**config.mk**
```make
export PLATFORM = sky130hd
export DESIGN_NAME = tinyrv1_issue_top
export DESIGN_NICKNAME = d
export VERILOG_FILES = /design/src/core_cfg_pkg.sv /design/src/rv_isa_pkg.sv /design/src/alu_pipe.sv /design/src/decode_issue_unit.sv /design/src/fetch_buffer.sv /design/src/inst_decoder.sv /design/src/regfile_scoreboard.sv /design/src/tinyrv1_issue_top.sv
export SDC_FILE = /design/constraint.sdc
export NUM_CORES = 2
export LEC_CHECK = 0
export BUFFER_PORTS_ARGS = -buffer_cell sky130_fd_sc_hd__buf_2
export CAP_MARGIN = 20
export CORE_MARGIN = 2
export CORE_UTILIZATION = 35
export DETAILED_ROUTE_END_ITERATION = 8
export GPL_TIMING_DRIVEN = 0
export PLACE_DENSITY = 0.53
export SETUP_SLACK_MARGIN = 0.5
export SLEW_MARGIN = 20
export SYNTH_ARGS = -nofsm -noshare
export SYNTH_HDL_FRONTEND = slang
export SYNTH_HIERARCHICAL = 1
export SYNTH_SLANG_ARGS = --single-unit
```
**constraint.sdc**
```tcl
create_clock -name clk -period 17.5 [get_ports clk]
set_input_delay 1.75 -clock clk [delete_from_list [all_inputs] [get_ports clk]]
set_output_delay 1.75 -clock clk [all_outputs]
set_load 0.02 [all_outputs]
```
**src/core_cfg_pkg.sv**
```systemverilog
// ----------------------------------------
// Core sizing for the decode and issue stage
// Widths, register count and execute depth
// ----------------------------------------

package core_cfg_pkg;

  // Registers, operands and results
  localparam int data_bits    = 32;
  // Program counter
  localparam int addr_bits    = 32;
  // Instruction word
  localparam int inst_bits    = 32;
  // Architectural register file
  localparam int reg_idx_bits = 5;
  localparam int num_regs     = 32;
  // Stages in the ALU pipe
  localparam int alu_stages   = 2;

endpackage

```
**src/rv_isa_pkg.sv**
```systemverilog
// ----------------------------------------
// TinyRV1 encodings and decoded micro-ops
// Shared by the decoder, the issue unit and the ALU pipe
// ----------------------------------------

package rv_isa_pkg;

  // ----------------------------------------
  // Major opcodes
  // ----------------------------------------

  // Register-register ALU ops (add, mul)
  localparam logic [6:0] op_reg = 7'b0110011;
  // Register-immediate ALU ops (addi)
  localparam logic [6:0] op_imm = 7'b0010011;

  // ----------------------------------------
  // Function fields
  // ----------------------------------------

  localparam logic [2:0] funct3_add  = 3'b000;
  localparam logic [2:0] funct3_addi = 3'b000;
  localparam logic [2:0] funct3_mul  = 3'b000;

  localparam logic [6:0] funct7_add = 7'b0000000;
  // M-extension marker, mul shares funct3 with add
  localparam logic [6:0] funct7_mul = 7'b0000001;

  // ----------------------------------------
  // Decoded forms
  // ----------------------------------------

  // Micro-op sent down the execute pipe
  // uop_nop covers every unsupported encoding
  typedef enum logic [1:0] {
    uop_add  = 2'd0,
    uop_addi = 2'd1,
    uop_mul  = 2'd2,
    uop_nop  = 2'd3
  } rv_uop;

  // Immediate format picked by the decoder
  typedef enum logic {
    imm_i    = 1'b0,
    imm_none = 1'b1
  } rv_imm_type;

endpackage

```
**src/alu_pipe.sv**
```systemverilog
// ----------------------------------------
// Two-stage ALU pipe with commit port
// Stage one computes, stage two waits for commit and writes back
// ----------------------------------------

`timescale 1ns/1ps

module alu_pipe
  import core_cfg_pkg::*;
  import rv_isa_pkg::*;
(
  input  logic                    clk,
  input  logic                    rst,

  // Issue side
  input  logic                    iss_val,
  output logic                    iss_rdy,
  input  rv_uop                   iss_uop,
  input  logic [addr_bits-1:0]    iss_pc,
  input  logic [data_bits-1:0]    iss_op1,
  input  logic [data_bits-1:0]    iss_op2,
  input  logic [reg_idx_bits-1:0] iss_waddr,
  input  logic                    iss_wen,

  // Commit port
  output logic                    commit_val,
  output logic [addr_bits-1:0]    commit_pc,
  output logic [reg_idx_bits-1:0] commit_waddr,
  output logic                    commit_wen,
  output logic [data_bits-1:0]    commit_data,
  input  logic                    commit_rdy,

  // Writeback into the register file
  output logic                    wb_en,
  output logic [reg_idx_bits-1:0] wb_addr,
  output logic [data_bits-1:0]    wb_data
);

  // Valid per stage, index 0 is the compute stage
  logic [alu_stages-1:0] stage_val;

  // Stage one payload
  rv_uop                   s1_uop;
  logic [addr_bits-1:0]    s1_pc;
  logic [data_bits-1:0]    s1_op1;
  logic [data_bits-1:0]    s1_op2;
  logic [reg_idx_bits-1:0] s1_waddr;
  logic                    s1_wen;
  logic [data_bits-1:0]    s1_result;

  logic iss_xfer;
  logic commit_xfer;
  logic s2_free;
  logic s1_adv;

  // ----------------------------------------
  // Flow control
  // ----------------------------------------

  assign commit_xfer = commit_val && commit_rdy;
  assign s2_free     = !stage_val[1] || commit_xfer;
  assign s1_adv      = stage_val[0] && s2_free;
  assign iss_rdy     = !stage_val[0] || s2_free;
  assign iss_xfer    = iss_val && iss_rdy;

  always_ff @(posedge clk) begin
    if (rst) begin
      stage_val <= '0;
    end else begin
      if (iss_xfer) begin
        stage_val[0] <= 1'b1;
      end else if (s1_adv) begin
        stage_val[0] <= 1'b0;
      end
      if (s1_adv) begin
        stage_val[1] <= 1'b1;
      end else if (commit_xfer) begin
        stage_val[1] <= 1'b0;
      end
    end
  end

  // ----------------------------------------
  // Stage one, operand capture and compute
  // ----------------------------------------

  always_ff @(posedge clk) begin
    if (iss_xfer) begin
      s1_uop   <= iss_uop;
      s1_pc    <= iss_pc;
      s1_op1   <= iss_op1;
      s1_op2   <= iss_op2;
      s1_waddr <= iss_waddr;
      s1_wen   <= iss_wen;
    end
  end

  always_comb begin
    case (s1_uop)
      uop_add,
      uop_addi: s1_result = s1_op1 + s1_op2;
      // Low word of the product
      uop_mul:  s1_result = s1_op1 * s1_op2;
      default:  s1_result = '0;
    endcase
  end

  // ----------------------------------------
  // Stage two, commit
  // ----------------------------------------

  always_ff @(posedge clk) begin
    if (s1_adv) begin
      commit_pc    <= s1_pc;
      commit_waddr <= s1_waddr;
      commit_wen   <= s1_wen;
      commit_data  <= s1_result;
    end
  end

  assign commit_val = stage_val[1];

  // Register write only on an accepted commit
  assign wb_en   = commit_xfer && commit_wen;
  assign wb_addr = commit_waddr;
  assign wb_data = commit_data;

endmodule

```
**src/decode_issue_unit.sv**
```systemverilog
// ----------------------------------------
// Decode and issue for the TinyRV1 core
// Reads operands, stalls on pending sources, issues to the ALU pipe
// ----------------------------------------

`timescale 1ns/1ps

module decode_issue_unit
  import core_cfg_pkg::*;
  import rv_isa_pkg::*;
(
  input  logic                    clk,
  input  logic                    rst,

  // From the fetch buffer
  input  logic                    buf_val,
  input  logic [inst_bits-1:0]    buf_inst,
  input  logic [addr_bits-1:0]    buf_pc,
  output logic                    buf_take,

  // Issue to the ALU pipe
  output logic                    iss_val,
  input  logic                    iss_rdy,
  output rv_uop                   iss_uop,
  output logic [addr_bits-1:0]    iss_pc,
  output logic [data_bits-1:0]    iss_op1,
  output logic [data_bits-1:0]    iss_op2,
  output logic [reg_idx_bits-1:0] iss_waddr,
  output logic                    iss_wen,

  // Writeback from commit
  input  logic                    wb_en,
  input  logic [reg_idx_bits-1:0] wb_addr,
  input  logic [data_bits-1:0]    wb_data
);

  // ----------------------------------------
  // Decode
  // ----------------------------------------

  logic [reg_idx_bits-1:0] dec_raddr0;
  logic [reg_idx_bits-1:0] dec_raddr1;
  logic                    dec_op2_sel;
  logic [data_bits-1:0]    dec_imm;

  inst_decoder decoder_i (
    .inst    (buf_inst),
    .uop     (iss_uop),
    .raddr0  (dec_raddr0),
    .raddr1  (dec_raddr1),
    .waddr   (iss_waddr),
    .wen     (iss_wen),
    .op2_sel (dec_op2_sel),
    .imm     (dec_imm)
  );

  // ----------------------------------------
  // Operands and scoreboard
  // ----------------------------------------

  logic [data_bits-1:0] rdata0;
  logic [data_bits-1:0] rdata1;
  logic                 pend0;
  logic                 pend1;

  regfile_scoreboard regfile_i (
    .clk           (clk),
    .rst           (rst),
    .raddr0        (dec_raddr0),
    .raddr1        (dec_raddr1),
    .rdata0        (rdata0),
    .rdata1        (rdata1),
    .wen           (wb_en),
    .waddr         (wb_addr),
    .wdata         (wb_data),
    .set_pend_en   (buf_take && iss_wen),
    .set_pend_addr (iss_waddr),
    .pend0         (pend0),
    .pend1         (pend1)
  );

  // Unused sources read x0, so only real sources can stall
  assign iss_val  = buf_val && !pend0 && !pend1;
  assign buf_take = iss_val && iss_rdy;

  assign iss_pc  = buf_pc;
  assign iss_op1 = rdata0;
  // Immediate replaces rs2 for addi
  assign iss_op2 = dec_op2_sel ? dec_imm : rdata1;

endmodule

```
**src/fetch_buffer.sv**
```systemverilog
// ----------------------------------------
// One-entry instruction buffer on the fetch side
// Accepts inst/pc on val/rdy and holds them for decode
// ----------------------------------------

`timescale 1ns/1ps

module fetch_buffer
  import core_cfg_pkg::*;
(
  input  logic                 clk,
  input  logic                 rst,

  // Fetch port
  input  logic                 fetch_val,
  input  logic [inst_bits-1:0] fetch_inst,
  input  logic [addr_bits-1:0] fetch_pc,
  output logic                 fetch_rdy,

  // Towards decode
  output logic                 buf_val,
  output logic [inst_bits-1:0] buf_inst,
  output logic [addr_bits-1:0] buf_pc,
  input  logic                 buf_take
);

  logic fetch_xfer;

  // Room when empty, or when the current entry issues this cycle
  assign fetch_rdy  = !buf_val || buf_take;
  assign fetch_xfer = fetch_val && fetch_rdy;

  // Valid bit
  always_ff @(posedge clk) begin
    if (rst) begin
      buf_val <= 1'b0;
    end else if (fetch_xfer) begin
      buf_val <= 1'b1;
    end else if (buf_take) begin
      buf_val <= 1'b0;
    end
  end

  // Payload, only meaningful while buf_val is high
  always_ff @(posedge clk) begin
    if (fetch_xfer) begin
      buf_inst <= fetch_inst;
      buf_pc   <= fetch_pc;
    end
  end

endmodule

```
**src/inst_decoder.sv**
```systemverilog
// ----------------------------------------
// TinyRV1 instruction decoder
// Purely combinational, maps an instruction word to a micro-op
// ----------------------------------------

`timescale 1ns/1ps

module inst_decoder
  import core_cfg_pkg::*;
  import rv_isa_pkg::*;
(
  input  logic [inst_bits-1:0]    inst,
  output rv_uop                   uop,
  output logic [reg_idx_bits-1:0] raddr0,
  output logic [reg_idx_bits-1:0] raddr1,
  output logic [reg_idx_bits-1:0] waddr,
  output logic                    wen,
  output logic                    op2_sel,
  output logic [data_bits-1:0]    imm
);

  // ----------------------------------------
  // Instruction fields
  // ----------------------------------------

  logic [6:0]              opcode;
  logic [2:0]              funct3;
  logic [6:0]              funct7;
  logic [reg_idx_bits-1:0] rd;
  logic [reg_idx_bits-1:0] rs1;
  logic [reg_idx_bits-1:0] rs2;
  rv_imm_type              imm_sel;

  assign opcode = inst[6:0];
  assign rd     = inst[11:7];
  assign funct3 = inst[14:12];
  assign rs1    = inst[19:15];
  assign rs2    = inst[24:20];
  assign funct7 = inst[31:25];

  // ----------------------------------------
  // Opcode match
  // ----------------------------------------

  always_comb begin
    // Unsupported encodings fall through as a no-op
    // Reading x0 keeps them clear of the scoreboard
    uop     = uop_nop;
    raddr0  = '0;
    raddr1  = '0;
    waddr   = '0;
    wen     = 1'b0;
    imm_sel = imm_none;

    if (opcode == op_reg && funct3 == funct3_add && funct7 == funct7_add) begin
      uop    = uop_add;
      raddr0 = rs1;
      raddr1 = rs2;
      waddr  = rd;
      wen    = (rd != '0);
    end else if (opcode == op_reg && funct3 == funct3_mul && funct7 == funct7_mul) begin
      uop    = uop_mul;
      raddr0 = rs1;
      raddr1 = rs2;
      waddr  = rd;
      wen    = (rd != '0);
    end else if (opcode == op_imm && funct3 == funct3_addi) begin
      // Second source unused, op2 comes from the immediate
      uop     = uop_addi;
      raddr0  = rs1;
      waddr   = rd;
      wen     = (rd != '0);
      imm_sel = imm_i;
    end
  end

  // ----------------------------------------
  // Immediate
  // ----------------------------------------

  // I-type, sign-extended from bit 31
  assign imm = (imm_sel == imm_i) ?
               {{(data_bits-12){inst[inst_bits-1]}}, inst[31:20]} : '0;

  assign op2_sel = (imm_sel == imm_i);

endmodule

```
**src/regfile_scoreboard.sv**
```systemverilog
// ----------------------------------------
// Register file with pending-write tracking
// Two write-through read ports, one write port, x0 tied to zero
// ----------------------------------------

`timescale 1ns/1ps

module regfile_scoreboard
  import core_cfg_pkg::*;
(
  input  logic                    clk,
  input  logic                    rst,

  // Read ports
  input  logic [reg_idx_bits-1:0] raddr0,
  input  logic [reg_idx_bits-1:0] raddr1,
  output logic [data_bits-1:0]    rdata0,
  output logic [data_bits-1:0]    rdata1,

  // Writeback, also releases the pending mark
  input  logic                    wen,
  input  logic [reg_idx_bits-1:0] waddr,
  input  logic [data_bits-1:0]    wdata,

  // Issue marks the destination pending
  input  logic                    set_pend_en,
  input  logic [reg_idx_bits-1:0] set_pend_addr,
  output logic                    pend0,
  output logic                    pend1
);

  logic [data_bits-1:0] regs [num_regs];

  // Writes in flight per register
  // Two slots since the ALU pipe holds at most two items
  logic [1:0] pend_cnt [num_regs];
  logic [num_regs-1:0] pend;

  // Data array, x0 is never written
  always_ff @(posedge clk) begin
    if (rst) begin
      for (int i = 0; i < num_regs; i++) begin
        regs[i] <= '0;
      end
    end else if (wen && waddr != '0) begin
      regs[waddr] <= wdata;
    end
  end

  // Pending counts, set and clear on one register cancel out
  always_ff @(posedge clk) begin
    if (rst) begin
      for (int i = 0; i < num_regs; i++) begin
        pend_cnt[i] <= 2'd0;
      end
    end else begin
      for (int i = 1; i < num_regs; i++) begin
        pend_cnt[i] <= pend_cnt[i]
                       + 2'((set_pend_en && set_pend_addr == reg_idx_bits'(i)))
                       - 2'((wen && waddr == reg_idx_bits'(i)));
      end
    end
  end

  // Pending after this cycle's writeback is taken off
  always_comb begin
    for (int i = 0; i < num_regs; i++) begin
      pend[i] = (pend_cnt[i] > 2'd1) ||
                (pend_cnt[i] == 2'd1 && !(wen && waddr == reg_idx_bits'(i)));
    end
  end

  assign pend0 = pend[raddr0];
  assign pend1 = pend[raddr1];

  // Write-through reads
  assign rdata0 = (raddr0 == '0)                 ? '0    :
                  (wen && waddr == raddr0)       ? wdata : regs[raddr0];
  assign rdata1 = (raddr1 == '0)                 ? '0    :
                  (wen && waddr == raddr1)       ? wdata : regs[raddr1];

endmodule

```
**src/tinyrv1_issue_top.sv**
```systemverilog
// ----------------------------------------
// Top level of the TinyRV1 decode and issue stage
// Fetch port in, commit port out
// ----------------------------------------

`timescale 1ns/1ps

module tinyrv1_issue_top
  import core_cfg_pkg::*;
  import rv_isa_pkg::*;
(
  input  logic                    clk,
  input  logic                    rst,

  // Fetch port
  input  logic                    fetch_val,
  input  logic [inst_bits-1:0]    fetch_inst,
  input  logic [addr_bits-1:0]    fetch_pc,
  output logic                    fetch_rdy,

  // Commit port
  output logic                    commit_val,
  output logic [addr_bits-1:0]    commit_pc,
  output logic [reg_idx_bits-1:0] commit_waddr,
  output logic                    commit_wen,
  output logic [data_bits-1:0]    commit_data,
  input  logic                    commit_rdy
);

  // Buffer to decode
  logic                    buf_val;
  logic [inst_bits-1:0]    buf_inst;
  logic [addr_bits-1:0]    buf_pc;
  logic                    buf_take;

  // Issue link
  logic                    iss_val;
  logic                    iss_rdy;
  rv_uop                   iss_uop;
  logic [addr_bits-1:0]    iss_pc;
  logic [data_bits-1:0]    iss_op1;
  logic [data_bits-1:0]    iss_op2;
  logic [reg_idx_bits-1:0] iss_waddr;
  logic                    iss_wen;

  // Writeback link
  logic                    wb_en;
  logic [reg_idx_bits-1:0] wb_addr;
  logic [data_bits-1:0]    wb_data;

  fetch_buffer fetch_buffer_i (
    .clk        (clk),
    .rst        (rst),
    .fetch_val  (fetch_val),
    .fetch_inst (fetch_inst),
    .fetch_pc   (fetch_pc),
    .fetch_rdy  (fetch_rdy),
    .buf_val    (buf_val),
    .buf_inst   (buf_inst),
    .buf_pc     (buf_pc),
    .buf_take   (buf_take)
  );

  decode_issue_unit decode_issue_i (
    .clk       (clk),
    .rst       (rst),
    .buf_val   (buf_val),
    .buf_inst  (buf_inst),
    .buf_pc    (buf_pc),
    .buf_take  (buf_take),
    .iss_val   (iss_val),
    .iss_rdy   (iss_rdy),
    .iss_uop   (iss_uop),
    .iss_pc    (iss_pc),
    .iss_op1   (iss_op1),
    .iss_op2   (iss_op2),
    .iss_waddr (iss_waddr),
    .iss_wen   (iss_wen),
    .wb_en     (wb_en),
    .wb_addr   (wb_addr),
    .wb_data   (wb_data)
  );

  alu_pipe alu_pipe_i (
    .clk          (clk),
    .rst          (rst),
    .iss_val      (iss_val),
    .iss_rdy      (iss_rdy),
    .iss_uop      (iss_uop),
    .iss_pc       (iss_pc),
    .iss_op1      (iss_op1),
    .iss_op2      (iss_op2),
    .iss_waddr    (iss_waddr),
    .iss_wen      (iss_wen),
    .commit_val   (commit_val),
    .commit_pc    (commit_pc),
    .commit_waddr (commit_waddr),
    .commit_wen   (commit_wen),
    .commit_data  (commit_data),
    .commit_rdy   (commit_rdy),
    .wb_en        (wb_en),
    .wb_addr      (wb_addr),
    .wb_data      (wb_data)
  );

endmodule
```
# Word level (Yosys, flattened, before mapping)
# Memories as Yosys holds them, arrays and structs flattened.
# Index checks and enable logic that the tools add are counted.
# classes
reduce_logical	196
eq_ne	101
n_mux	71
multipliers	1
addsub	63
bitwise	31
magnitude_cmp	34
shifts	0
div_mod_pow	0
# op_table
operator	count
== test 5 bit, second input constant	32
two-way mux 32 bit	5
logical AND 1 bit	110
== test 5 x 4 -> 1 bit, second input constant	16
== test 2 x 1 -> 1 bit, second input constant	33
two-way mux 2 bit	33
greater-than comparator 2 x 1 -> 1 bit, second input constant	32
case mux 32 bit (2 select lines)	1
adder 2 x 1 -> 2 bit	31
subtractor 2 x 1 -> 2 bit	31
two-way mux 5 bit	9
== test 5 x 3 -> 1 bit, second input constant	8
logical NOT 1 bit	37
logical OR 1 bit	35
adder 32 bit	1
multiplier 32 x 32 -> 32 bit	1
OR reduction 32 bit	1
bitwise OR 1 bit	31
two-way mux 1 bit	21
== test 5 x 2 -> 1 bit, second input constant	4
logical NOT 5 bit	3
less-than comparator 5 x 6 -> 1 bit, second input constant	2
binary-select mux 1 bit (select 5 bit)	2
== test 5 x 1 -> 1 bit, second input constant	2
other kinds (11)	16
# totals
ramBits	1088
romBits	0
mem_count	2
inputBits	68
wordCells	515
output_inout_bits	72
reg_bits	241
latchBits	0
# mem_list
name	depth	word_bits	read_ports	rd_ports_with_merged_regs	wr	line	text
decode_issue_i.regfile_i.regs	32	32	2	0	32	regfile_scoreboard.sv:32	logic [data_bits-1:0] regs [num_regs];
decode_issue_i.regfile_i.pend_cnt	32	2	32	0	32	regfile_scoreboard.sv:36	logic [1:0] pend_cnt [num_regs];

# Longest topological paths before layout
# logic_depth
word_depth	17
depth_mapped	30
ltp_nobuf	27

# Modules after synthesis
# The synthesis kept the hierarchy.
# modules_own_cells
module	seq_area_each_um2	area_per_inst_um2	cells_each	instances
regfile_scoreboard	31990.7	59557.1	3904	1
alu_pipe	5265.0	23197.2	2236	1
fetch_buffer	1941.9	1976.9	69	1
decode_issue_unit	0.0	810.8	71	1
inst_decoder	0.0	646.9	71	1

# Worst setup path after synthesis
# OpenSTA, ideal clock, no wires.
# synth_timing
path_kind	register to register
start	register alu_pipe_i.s1_op1[12]
end	register alu_pipe_i.commit_data[30] (data pin)
period_less_slack_ns	7.353
t_required_ns	17.238
slack_ns	10.147
path_buffers	2
arrival_time_ns	7.091
path_stages_with_launch	28
setup_time_ns	0.262
path_cell_list	edfxtp_1 > clkbuf_1 > clkbuf_1 > and2_1 > fa_1 > fa_1 > fa_1 > inv_1 > fa_1 > inv_1 > fa_1 > inv_1 > fa_1 > inv_1 > fa_1 > inv_1 > fa_1 > inv_1 > ha_1 > a211oi_2 > o21ai_1 > a221oi_2 > o21ai_1 > a21o_1 > or4_1 > a31oi_1 > xor2_1 > o32ai_1
# synth_between
elab_chain_cells	2
word_cells_on_any_way	3
cone_classes	add/sub (1); mul (1); mux (1)
# synth_lines
element	line	text
from (decl)	alu_pipe.sv:45	logic [data_bits-1:0] s1_op1;
from (signal assigned)	alu_pipe.sv:91	s1_op1 <= iss_op1;
multiplier 32 x 32 -> 32 bit or adder 32 bit (tied branches)	alu_pipe.sv:103, alu_pipe.sv:101	
case mux 32 bit (2 select lines) *	alu_pipe.sv:99	case (s1_uop)
via alu_pipe_i.s1_result[30]	alu_pipe.sv:49	logic [data_bits-1:0] s1_result;
to (signal assigned)	alu_pipe.sv:117	commit_data <= s1_result;
to (decl)	alu_pipe.sv:30	output logic [data_bits-1:0] commit_data,
# Mark *: on every way through the listed nets, which the timed path passes. The rest lies on a longest branch.
# A chain may end at the register's enable or synchronous reset.

# Worst setup path in the final report
# layout_timing
start	register alu_pipe_i.s1_op1[11]
end	register alu_pipe_i.commit_data[30] (data pin)
# The elaborated chain is that of the path after synthesis.

==> out/metrics.yaml <==
p_leak_nw: 36.2
tightest_slew_ns: 1.36
p_switching_mw: 2.50
clockBufferDepth: 3
pwr-share-seq: 0.427
drc: 0
avgSynthCellArea_um2: 13.6
clock.fmax_mhz: 104
slew_headroom: 0.0959
cts_made_buffers: 151
pin_count: 140
htree_levels: 4
dp_cells: 9776
antenna_found_initial: 24
clk_latency_ns: 0.82
root_buffer: "clkbuf_16"
grt_first_pass_wirelength_um: 464000
synth_cell_types: 92
drv_slew: 0
area_growth_pct: 12.5
drtPass1Iterations: 5
ys_seq_elements: 1327
synth_cells: 6351
die_x_um: 500
yosysSeqAreaShare: 0.455
yosysWarningCount: 6
die_h_um: 500
stdcell_count: 10100
timing.final.crit_share: 0.548
cts_resized: 0
outcome: "completed"
cp-end-kind: "register"
critPathLaunchType: "register"
grt_pass1_vias: 58500
hold_buffers: 0
wl_per_cell_um: 33.9
dieArea_um2: 250000
start_util: 0.351
ys.flop_type: "edfxtp_1"
drt_wl_total_um: 341000
drive_gt1_frac: 0.205
gp_congestion: 0.943
cts.sinks: 1327
power_density_nw_per_um2: 88.2
crit_required_ns: 18.03
synth-async-reset-ratio: 0
cts_setup_buffers: 0
port_buffers: 139
hold_violations: 0
p_clk_frac: 0.380
maxCapViolations: 0
rsz0062_at_grt: "false"
netlist_area_um2: 86200
vias_per_cell: 5.72
synth_edf_count: 1262
num_rows: 182
arrival_ns: 10.13
dpl.hpwl_um: 248000
total_power_mw: 8.55
worst-setup-path-type: "register to register"
p_int_mw: 6.05
ant_nets: 0
grt_util_all_layers: 0.270
min_path_type: "register to register"
cts.clk_slew.worst_paths_ns: 0.06
cts_tree: "yes"
peakVddDrop_mv: 0.111
clock_skew_ns: 0.0313
dr_total_vias: 57500
fin_crit_ns: 9.59
core_um2: 245000
setup_violations: 0
drt_iter0_markers: 7240
cp_max_fo: 10
swShare: 0.293
nets: 7404
grt_max_degree: 53
grt-ovfl-total: 0
setup_tns_ns: 0
p_comb_frac: 0.193
Yosys cell counts, types with 38 or more instances:
library cell  instances  area [um^2]
buf_2                54          270
and2_1             1301         8140
a211oi_1             69          518
mux2i_1              69          691
ha_1                216         2700
nand2_1             247          927
edfxtp_1           1262        37900
clkbuf_1            351         1320
nor2b_1              54          338
mux4_2              640        14400
buf_4               123          923
nor2_1              250          938
xnor2_1             104          911
a21oi_1              38          190
inv_1               531         1990
xor2_1               77          674
buf_1                43          161
fa_1                409         8190
dfxtp_1              65         1300
registers in the layout, summed over array words and instances (netlist names), 32 cells and up:
signal,count
alu_pipe_i/s1_op2,32
decode_issue_i/regfile_i/regs,1024
fetch_buffer_i/buf_pc,32
fetch_buffer_i/buf_inst,32
decode_issue_i/regfile_i/pend_cnt,62
alu_pipe_i/commit_pc,32
alu_pipe_i/s1_op1,32
alu_pipe_i/commit_data,32
alu_pipe_i/s1_pc,32
power groups by stage:
| stage | logic, mW | registers, mW | clock network, mW |
|---|---|---|---|
| finish | 1.65 | 3.65 | 3.25 |
| CTS | 1.63 | 3.65 | 3.30 |
| floorplan | 1.01 | 3.69 | 0 |
| global route | 1.79 | 3.66 | 3.41 |
| global placement | 1.59 | 3.71 | 0 |
| detailed placement | 1.62 | 3.71 | 0 |
path summary, 6_finish.rpt:
kind                                            start                          to  slack [ns]  cells after the start
worst min register to register   alu_pipe_i/s1_pc[12]    alu_pipe_i/commit_pc[12]        0.42                      0
worst max register to register  alu_pipe_i/s1_op1[11]  alu_pipe_i/commit_data[30]        7.91                     26
worst min-delay path             alu_pipe_i/s1_pc[12]    alu_pipe_i/commit_pc[12]        0.42                      0
worst max-delay path            alu_pipe_i/s1_op1[11]  alu_pipe_i/commit_data[30]        7.91                     26
final cells by class:
type                            count  area, um^2
Antenna cell                        9        22.5
Buffer                            592        3000
Clock buffer                      190        4070
Clock inverter                     84         872
Fill cell                       23100      149000
Inverter                          531        1990
Multi-Input combinational cell   3932       42300
Sequential cell                  1327       39200
Tap cell                         3220        4030
Timing Repair Buffer              176        1460
worst max-delay path, cell delays in order, from the launching register on:
cell	delay, ns
edfxtp_1	0.54
clkbuf_1	0.60
clkbuf_1	0.69
nand2_1	0.17
fa_1	0.51
inv_1	0.10
fa_1	0.41
fa_1	0.53
inv_1	0.06
fa_1	0.53
inv_1	0.05
fa_1	0.52
fa_1	0.46
fa_1	0.55
inv_1	0.06
fa_1	0.53
inv_1	0.05
ha_1	0.35
o21ai_0	0.37
a21boi_1	0.15
a221oi_2	0.46
o21ai_1	0.17
a21o_1	0.24
or4_1	0.47
a31oi_1	0.24
xor2_1	0.33
o32ai_1	0.12
through the flow:
step	utilization	hold WS, ns	setup slack (ns)	area, um^2
after floorplan	-	0.400	10.15	86300
after CTS	0.395	0.419	7.88	96900
after detailed placement	0.375	0.405	7.94	91900
after global placement	0.371	0.400	7.67	91000
final	0.395	0.416	7.91	96900
after global routing	0.395	0.421	7.65	96900
logic make-up after synthesis:
logic type,Yosys count,share of synthesized area
buffers and inverters,1123,0.0572
other,1,0.0000435
xor gates and xnor gates,181,0.0184
and+or+nand+nor,2039,0.136
AOI/OAI and AO/OA,314,0.0264
muxes,741,0.181
DFF,1327,0.455
adders and majority gates,625,0.126
placed cells by master, fill, tap and decap left out, types with 25 or more instances in the layout:
master / n
buf_1: 33
xor2_1: 77
nand2_1: 247
clkinv_1: 32
and2_1: 1300
or2_4: 31
mux2_4: 30
dfxtp_1: 65
buf_2: 203
nor2b_1: 53
clkbuf_1: 346
edfxtp_1: 1262
o21ai_0: 35
mux4_2: 640
clkbuf_2: 36
conb_1: 32
xnor2_1: 104
clkbuf_16: 157
nor2_1: 249
a22oi_1: 25
a211oi_1: 69
a21oi_1: 38
buf_4: 124
ha_1: 216
mux2i_1: 69
fa_1: 409
inv_1: 531
layer usage:
metal,vias up,global-route usage,part of all wire
met5,-,0.00367,0.00055
met4,10,0.130,0.055
met3,809,0.0780,0.10
met2,3334,0.431,0.46
met1,30200,0.336,0.38
li1,23100,-,-
Note: power is estimated with default switching activity, not from simulation.
